File: config.mk
export PLATFORM = sky130hd
export DESIGN_NAME = tama_lcd_top
export DESIGN_NICKNAME = d
export VERILOG_FILES = /design/src/tama_pkg.sv /design/src/video_if.sv /design/src/clk_en_gen.sv /design/src/lcd_ram.sv /design/src/lcd_renderer.sv /design/src/tama_lcd_top.sv /design/src/video_timing.sv
export SDC_FILE = /design/constraint.sdc
export NUM_CORES = 1
export LEC_CHECK = 0
export BUFFER_PORTS_ARGS = -buffer_cell sky130_fd_sc_hd__clkbuf_2
export CAP_MARGIN = 15
export CELL_PAD_IN_SITES_DETAIL_PLACEMENT = 2
export CELL_PAD_IN_SITES_GLOBAL_PLACEMENT = 2
export CORE_MARGIN = 2
export CORE_UTILIZATION = 45
export CTS_CLUSTER_DIAMETER = 50
export DETAILED_ROUTE_END_ITERATION = 10
export PLACE_DENSITY = 0.79
export SLEW_MARGIN = 5
export SYNTH_ARGS = -nofsm -noshare
export SYNTH_HDL_FRONTEND = slang
export SYNTH_SLANG_ARGS = --single-unit
File: constraint.sdc
create_clock -name clk -period 6.6 [get_ports clk]
set_input_delay 1.32 -clock clk [delete_from_list [all_inputs] [get_ports clk]]
set_output_delay 1.32 -clock clk [all_outputs]
set_load 0.02 [all_outputs]
File: src/tama_pkg.sv
package tama_pkg;

  // CPU step divider, one step every DIV_RELOAD+1 cycles of clk
  localparam int DIV_RELOAD = 100;
  localparam int DIV_HALF   = 50;
  localparam int DIV_CNT_W  = $clog2(DIV_RELOAD + 1);

  // Dot matrix of the pet LCD
  localparam int LCD_COLS      = 32;
  localparam int LCD_ROWS      = 16;
  localparam int DOTS_PER_WORD = 4;
  localparam int LCD_ADDR_W    = 7;
  localparam int LCD_DATA_W    = 4;
  localparam int LCD_WORDS     = 2 ** LCD_ADDR_W;
  localparam int DOT_IDX_W     = $clog2(LCD_COLS * LCD_ROWS);
  localparam int DOT_BIT_W     = $clog2(DOTS_PER_WORD);

  localparam int DOT_SCALE = 4; // Pixels per dot in x and in y

  // Horizontal timing in clk cycles
  localparam int H_ACTIVE = 128;
  localparam int H_FP     = 4;
  localparam int H_SYNC   = 8;
  localparam int H_BP     = 8;
  localparam int H_TOTAL  = H_ACTIVE + H_FP + H_SYNC + H_BP;

  // Vertical timing in lines
  localparam int V_ACTIVE = 64;
  localparam int V_FP     = 2;
  localparam int V_SYNC   = 2;
  localparam int V_BP     = 4;
  localparam int V_TOTAL  = V_ACTIVE + V_FP + V_SYNC + V_BP;

  localparam int X_W = 8;
  localparam int Y_W = 7;

  localparam logic [23:0] RGB_DOT_ON  = 24'h10_18_10; // Dark segment
  localparam logic [23:0] RGB_DOT_OFF = 24'hB0_C8_A0; // Pale LCD background

endpackage

File: src/video_if.sv
interface video_if;
  import tama_pkg::*;

  logic [X_W-1:0] x; // Pixel column
  logic [Y_W-1:0] y; // Line
  logic           de;
  logic           hsync;
  logic           vsync;

  // Timing generator side
  modport source (
    output x,
    output y,
    output de,
    output hsync,
    output vsync
  );

  // Renderer side
  modport sink (
    input x,
    input y,
    input de,
    input hsync,
    input vsync
  );

endinterface

File: src/clk_en_gen.sv
module clk_en_gen (
  input  logic clk,
  input  logic arst_n,
  output logic clk_en_cpu,
  output logic clk_en_2x
);
  import tama_pkg::*;

  logic [DIV_CNT_W-1:0] div_cnt;

  // Count down from the reload value, pulse at zero and at the midpoint
  always_ff @(posedge clk or negedge arst_n) begin
    if (!arst_n) begin
      div_cnt    <= DIV_CNT_W'(DIV_RELOAD);
      clk_en_cpu <= 1'b0;
      clk_en_2x  <= 1'b0;
    end else begin
      clk_en_cpu <= 1'b0;
      clk_en_2x  <= 1'b0;
      if (div_cnt == '0) begin
        div_cnt    <= DIV_CNT_W'(DIV_RELOAD);
        clk_en_cpu <= 1'b1;
        clk_en_2x  <= 1'b1;
      end else begin
        div_cnt <= div_cnt - 1'b1;
        if (div_cnt == DIV_CNT_W'(DIV_HALF)) begin
          clk_en_2x <= 1'b1; // Extra pulse halfway through the CPU period
        end
      end
    end
  end

  // The 2x enable is a superset of the CPU step enable
  a_cpu_in_2x : assert property (
    @(posedge clk) disable iff (!arst_n)
    clk_en_cpu |-> clk_en_2x
  ) else $error("clk_en_cpu pulsed without clk_en_2x");

endmodule

File: src/lcd_ram.sv
module lcd_ram (
  input  logic                            clk,
  input  logic                            cpu_clk_en,
  input  logic                            we,
  input  logic [tama_pkg::LCD_ADDR_W-1:0] wr_addr,
  input  logic [tama_pkg::LCD_DATA_W-1:0] wr_data,
  input  logic [tama_pkg::LCD_ADDR_W-1:0] rd_addr,
  output logic [tama_pkg::LCD_DATA_W-1:0] rd_data
);
  import tama_pkg::*;

  // Four dots per word, bit n holds dot 4*addr+n
  logic [LCD_DATA_W-1:0] mem [LCD_WORDS];

  // The emulated CPU only writes on its own step edges
  always_ff @(posedge clk) begin
    if (we && cpu_clk_en) begin
      mem[wr_addr] <= wr_data;
    end
  end

  always_ff @(posedge clk) begin
    rd_data <= mem[rd_addr]; // Video read port
  end

  // Once the divider is out of reset the write strobe must be a clean level
  a_we_known : assert property (
    @(posedge clk)
    !$isunknown(cpu_clk_en) |-> !$isunknown(we)
  ) else $error("lcd_ram write enable is unknown");

endmodule

File: src/lcd_renderer.sv
module lcd_renderer (
  input  logic                            clk,
  input  logic                            arst_n,
  video_if.sink                           vid,
  output logic [tama_pkg::LCD_ADDR_W-1:0] rd_addr,
  input  logic [tama_pkg::LCD_DATA_W-1:0] rd_data,
  input  logic                            all_off,
  input  logic                            all_on,
  output logic                            de_out,
  output logic                            hsync_out,
  output logic                            vsync_out,
  output logic [23:0]                     rgb
);
  import tama_pkg::*;

  logic [X_W-1:0]       dot_col;
  logic [Y_W-1:0]       dot_row;
  logic [DOT_IDX_W-1:0] dot_idx;
  logic [DOT_BIT_W-1:0] bit_sel;
  logic [DOT_BIT_W-1:0] bit_sel_q;
  logic                 de_q;
  logic                 hsync_q;
  logic                 vsync_q;
  logic                 dot_on;
  logic [23:0]          rgb_next;

  // Stage one: scan position to dot, word address goes straight to the RAM
  always_comb begin
    dot_col = vid.x / X_W'(DOT_SCALE);
    dot_row = vid.y / Y_W'(DOT_SCALE);
    dot_idx = DOT_IDX_W'(dot_row * LCD_COLS + dot_col); // Wraps in blanking, masked by de
    rd_addr = LCD_ADDR_W'(dot_idx / DOTS_PER_WORD);
    bit_sel = DOT_BIT_W'(dot_idx % DOTS_PER_WORD);
  end

  // Bit select travels alongside the RAM read
  always_ff @(posedge clk) begin
    bit_sel_q <= bit_sel;
  end

  always_ff @(posedge clk or negedge arst_n) begin
    if (!arst_n) begin
      de_q    <= 1'b0;
      hsync_q <= 1'b0;
      vsync_q <= 1'b0;
    end else begin
      de_q    <= vid.de;
      hsync_q <= vid.hsync;
      vsync_q <= vid.vsync;
    end
  end

  // Stage two: pick the dot and colour it
  assign dot_on = rd_data[bit_sel_q];

  always_comb begin
    if (!de_q) begin
      rgb_next = '0;
    end else if (all_off) begin
      rgb_next = RGB_DOT_OFF; // Blank segment test wins over all-on
    end else if (all_on) begin
      rgb_next = RGB_DOT_ON;
    end else if (dot_on) begin
      rgb_next = RGB_DOT_ON;
    end else begin
      rgb_next = RGB_DOT_OFF;
    end
  end

  always_ff @(posedge clk or negedge arst_n) begin
    if (!arst_n) begin
      de_out    <= 1'b0;
      hsync_out <= 1'b0;
      vsync_out <= 1'b0;
      rgb       <= '0;
    end else begin
      de_out    <= de_q;
      hsync_out <= hsync_q;
      vsync_out <= vsync_q;
      rgb       <= rgb_next;
    end
  end

  // Pixel data is black outside the active window
  a_rgb_blank : assert property (
    @(posedge clk) disable iff (!arst_n)
    !de_out |-> (rgb == '0)
  ) else $error("rgb not zero outside de");

endmodule

File: src/tama_lcd_top.sv
module tama_lcd_top (
  input  logic                            clk,
  input  logic                            arst_n,
  input  logic                            lcd_we,
  input  logic [tama_pkg::LCD_ADDR_W-1:0] lcd_waddr,
  input  logic [tama_pkg::LCD_DATA_W-1:0] lcd_wdata,
  input  logic                            lcd_all_off_setting,
  input  logic                            lcd_all_on_setting,
  output logic                            clk_en_cpu,
  output logic                            clk_en_2x,
  output logic                            de,
  output logic                            hsync,
  output logic                            vsync,
  output logic [23:0]                     rgb
);
  import tama_pkg::*;

  logic [LCD_ADDR_W-1:0] rd_addr;
  logic [LCD_DATA_W-1:0] rd_data;

  video_if vid ();

  clk_en_gen u_clk_en_gen (
    .clk        (clk),
    .arst_n     (arst_n),
    .clk_en_cpu (clk_en_cpu),
    .clk_en_2x  (clk_en_2x)
  );

  // Write port stands in for the emulated CPU
  lcd_ram u_lcd_ram (
    .clk        (clk),
    .cpu_clk_en (clk_en_cpu),
    .we         (lcd_we),
    .wr_addr    (lcd_waddr),
    .wr_data    (lcd_wdata),
    .rd_addr    (rd_addr),
    .rd_data    (rd_data)
  );

  video_timing u_video_timing (
    .clk    (clk),
    .arst_n (arst_n),
    .vid    (vid.source)
  );

  lcd_renderer u_lcd_renderer (
    .clk       (clk),
    .arst_n    (arst_n),
    .vid       (vid.sink),
    .rd_addr   (rd_addr),
    .rd_data   (rd_data),
    .all_off   (lcd_all_off_setting),
    .all_on    (lcd_all_on_setting),
    .de_out    (de),
    .hsync_out (hsync),
    .vsync_out (vsync),
    .rgb       (rgb)
  );

endmodule

File: src/video_timing.sv
module video_timing (
  input logic     clk,
  input logic     arst_n,
  video_if.source vid
);
  import tama_pkg::*;

  logic [X_W-1:0] h_cnt;
  logic [X_W-1:0] h_next;
  logic [Y_W-1:0] v_cnt;
  logic [Y_W-1:0] v_next;
  logic           de_r;
  logic           hsync_r;
  logic           vsync_r;

  always_comb begin
    h_next = h_cnt + 1'b1;
    v_next = v_cnt;
    if (h_cnt == X_W'(H_TOTAL - 1)) begin
      h_next = '0;
      if (v_cnt == Y_W'(V_TOTAL - 1)) begin
        v_next = '0;
      end else begin
        v_next = v_cnt + 1'b1;
      end
    end
  end

  // Flags are decoded from the next position so they line up with the counters
  always_ff @(posedge clk or negedge arst_n) begin
    if (!arst_n) begin
      h_cnt   <= '0;
      v_cnt   <= '0;
      de_r    <= 1'b0;
      hsync_r <= 1'b0;
      vsync_r <= 1'b0;
    end else begin
      h_cnt   <= h_next;
      v_cnt   <= v_next;
      de_r    <= (h_next < X_W'(H_ACTIVE)) && (v_next < Y_W'(V_ACTIVE));
      hsync_r <= (h_next >= X_W'(H_ACTIVE + H_FP)) &&
                 (h_next < X_W'(H_ACTIVE + H_FP + H_SYNC));
      vsync_r <= (v_next >= Y_W'(V_ACTIVE + V_FP)) &&
                 (v_next < Y_W'(V_ACTIVE + V_FP + V_SYNC)); // Whole lines
    end
  end

  assign vid.x     = h_cnt;
  assign vid.y     = v_cnt;
  assign vid.de    = de_r;
  assign vid.hsync = hsync_r;
  assign vid.vsync = vsync_r;

  // Sync pulse sits in the blanking interval
  a_hsync_blank : assert property (
    @(posedge clk) disable iff (!arst_n)
    !(vid.hsync && vid.de)
  ) else $error("hsync asserted during active video");

endmodule
==> metrics <==
sequential share of the synthesized area 0.7321; largest net degree at the start of global routing 135; Pleak 7.994 nW; main flop type after synthesis edfxtp_1; Final Setup Violations 0; root buffer cell clkbuf_16; pwr/cell area 288.4 mW/mm^2; initial antenna violation count 1; Max-Cap Viols 0; worst skew pair latency 0.63 ns; detailed-route via count 12.16k; cell count after placement 1897; WHS 0.3463 ns; Hold Path Class reg -> reg; Total GRT Usage 0.2508; synth unique cells 55; commonest non-fill, non-tap cell in the layout edfxtp_1; DPL Wire Length 38750 microns; dpl cell area 0.02304 sq mm; clk buf depth 3; Worst Path Required 7.07 ns; CTS tree yes; relative slew slack 0.2517; TritonCTS buffer count 60; Initial Util 0.4569; first-pass GRT wire length 92260 microns; vias in the first global route 13.30k; layout cells sized above 1 0.1828; remaining antenna violation count 0; wire length per cell 31.37 microns; Residual DRC 0; max-slew violations 0; Crit path arrival time 3.95 ns; Yosys reg bits 553; # nets final 1319; Total Power 7.189 mW; endpoint type of the worst setup path flop; Die Width 226.9 microns; Worst Tran Pin Value 1.119 ns; fin util 0.5092; status complete, no violations; post-route cell area 0.02493 sq mm; total congestion overflow 0; post-CTS resize count 0; syn_area_per_cell 17.69 sq um; clock-pin slew on the worst setup and hold paths 0.06 ns; iteration count of the initial detailed-routing pass 5; synth warn 0; Mapped Cells 1264; f_max 287.7 MHz; EDFF count, synth 512; die area 0.05150 sq mm; dpl ws 2.563 ns; IO Pins 45; unrepaired setup endpoints after global routing false; P&R area growth vs syn 11.46%; clock sinks 553; Worst VDD drop 221.1 uV; worst-path fanout max 101; Post-Route WL 63080 microns; crit start category flop; Worst Setup Path Type reg -> reg; Cell Rows 81; Final min period 3.476 ns; hold-fix buffers at CTS 0; RePlAce Congestion 0.7715; Layout Cells excl Fill 2011; Worst Setup Slack, final 3.124 ns; CTS H-tree lvls 2; Mapped Area 0.02237 sq mm; total negative setup slack 0 ns; Die Ht 226.9 microns; # port buffers 30; period utilization 0.5267; worst clock skew 0.02977 ns; Post-CTS Setup Inserts 0; Final Hold Viols 0; CORE AREA 0.04895 sq mm; most frequent cells in the layout edfxtp_1, nor2_1, mux4_2; vias per inst 6.046; Synth async-reset ratio 0.06329; Detailed Route Iter0 Violations 1105
## layer usage
metal / up-vias / global-route usage / wire (microns)
met2: 471 / 0.4265 / 31770
met1: 6520 / 0.3216 / 25120
met5: - / 0 / 0
li1: 5035 / - / -
met3: 132 / 0.04027 / 3702
met4: 0 / 0.1073 / 2496
## sequential cells by signal, indices dropped and copies added, names as in the netlist
| name | flops |
|---|---|
| u_video_timing.vid.hsync | 1 |
| u_clk_en_gen.clk_en_2x | 1 |
| u_video_timing.vid.de | 1 |
| u_clk_en_gen.div_cnt | 7 |
| u_lcd_renderer.vsync_q | 1 |
| u_lcd_renderer.vsync_out | 1 |
| u_lcd_renderer.bit_sel_q | 2 |
| u_lcd_renderer.hsync_q | 1 |
| u_lcd_ram.mem | 512 |
| u_clk_en_gen.clk_en_cpu | 1 |
| u_video_timing.vid.y | 7 |
| u_lcd_renderer.rgb | 3 |
| u_video_timing.vid.vsync | 1 |
| u_lcd_renderer.hsync_out | 1 |
| u_lcd_renderer.de_q | 1 |
| u_video_timing.vid.x | 8 |
| u_lcd_ram.rd_data | 4 |
## path summary, 6_finish.rpt
path	slack, ns	to	cells past startpoint	start
setup / recovery	3.12	u_lcd_ram.rd_data[0]	6	u_video_timing.vid.x[4]
hold / removal	0.35	u_lcd_renderer.de_q	0	u_video_timing.vid.de
setup reg to reg	3.12	u_lcd_ram.rd_data[0]	6	u_video_timing.vid.x[4]
hold reg to reg	0.35	u_lcd_renderer.de_q	0	u_video_timing.vid.de
max in group asynchronous	5.13	u_video_timing.vid.x[6]	1	arst_n
min in group asynchronous	0.80	u_clk_en_gen.clk_en_cpu	1	arst_n
## report_power, final
part,leakage [nW],switching [mW],total (mW),internal (mW)
Sequential,5.09,0.000575,3.83,3.83
Clock,0.911,1.44,3.26,1.81
Combinational,2.00,0.0942,0.105,0.0104
## cells in the mapped netlist (all sizes together) (5+ instances only)
cell    count  share of area
o21ai       5         0.0011
nor2      161          0.027
clkbuf     28         0.0047
xnor2      11         0.0043
nor3        8         0.0025
a211oi      5         0.0017
a41o        7         0.0031
xor2        6         0.0023
nor2b      12         0.0034
nand4       9         0.0025
inv        10         0.0017
edfxtp    512           0.69
mux2i      78          0.035
o22ai       7         0.0020
nand3      21         0.0047
dfrtp      32          0.036
a21oi       9         0.0020
a21o        8         0.0027
buf        62          0.019
nand3b      5         0.0017
nand2      53         0.0089
and2        7         0.0020
mux4       98          0.099
ha          7         0.0039
dfxtp       6         0.0054
a22oi      56          0.019
a32oi       9         0.0035
## worst max-delay path: stages (launching register included)
cell	delay, ns
dfrtp_4	0.82
buf_12	0.62
mux4_2	0.61
a22oi_1	0.29
a21oi_1	0.22
nor3_1	0.44
o22ai_1	0.15
## cell families (layout without fill, tap and decap cells)
kind of cell	after synthesis	count (layout)	share of synthesized area
fa+ha+maj	7	7	0.003916
simple gates	294	294	0.05986
compound gates	116	116	0.03866
xor+xnor	17	17	0.006657
mux	176	176	0.1336
flops	553	553	0.7321
buf+inv	100	169	0.02501
other cells	1	15	0.0001677
## final cells by class
class	instances	area [sq um]
clock inverter	42	316.6
timing repair buffer	47	316.6
antenna	1	2.502
clock buffer	70	1560
fill	4295	24020
tap	664	830.8
multi-input combinational	624	5480
inverter	10	37.54
sequential	553	16380
Note: power is estimated with default switching activity, not from simulation.
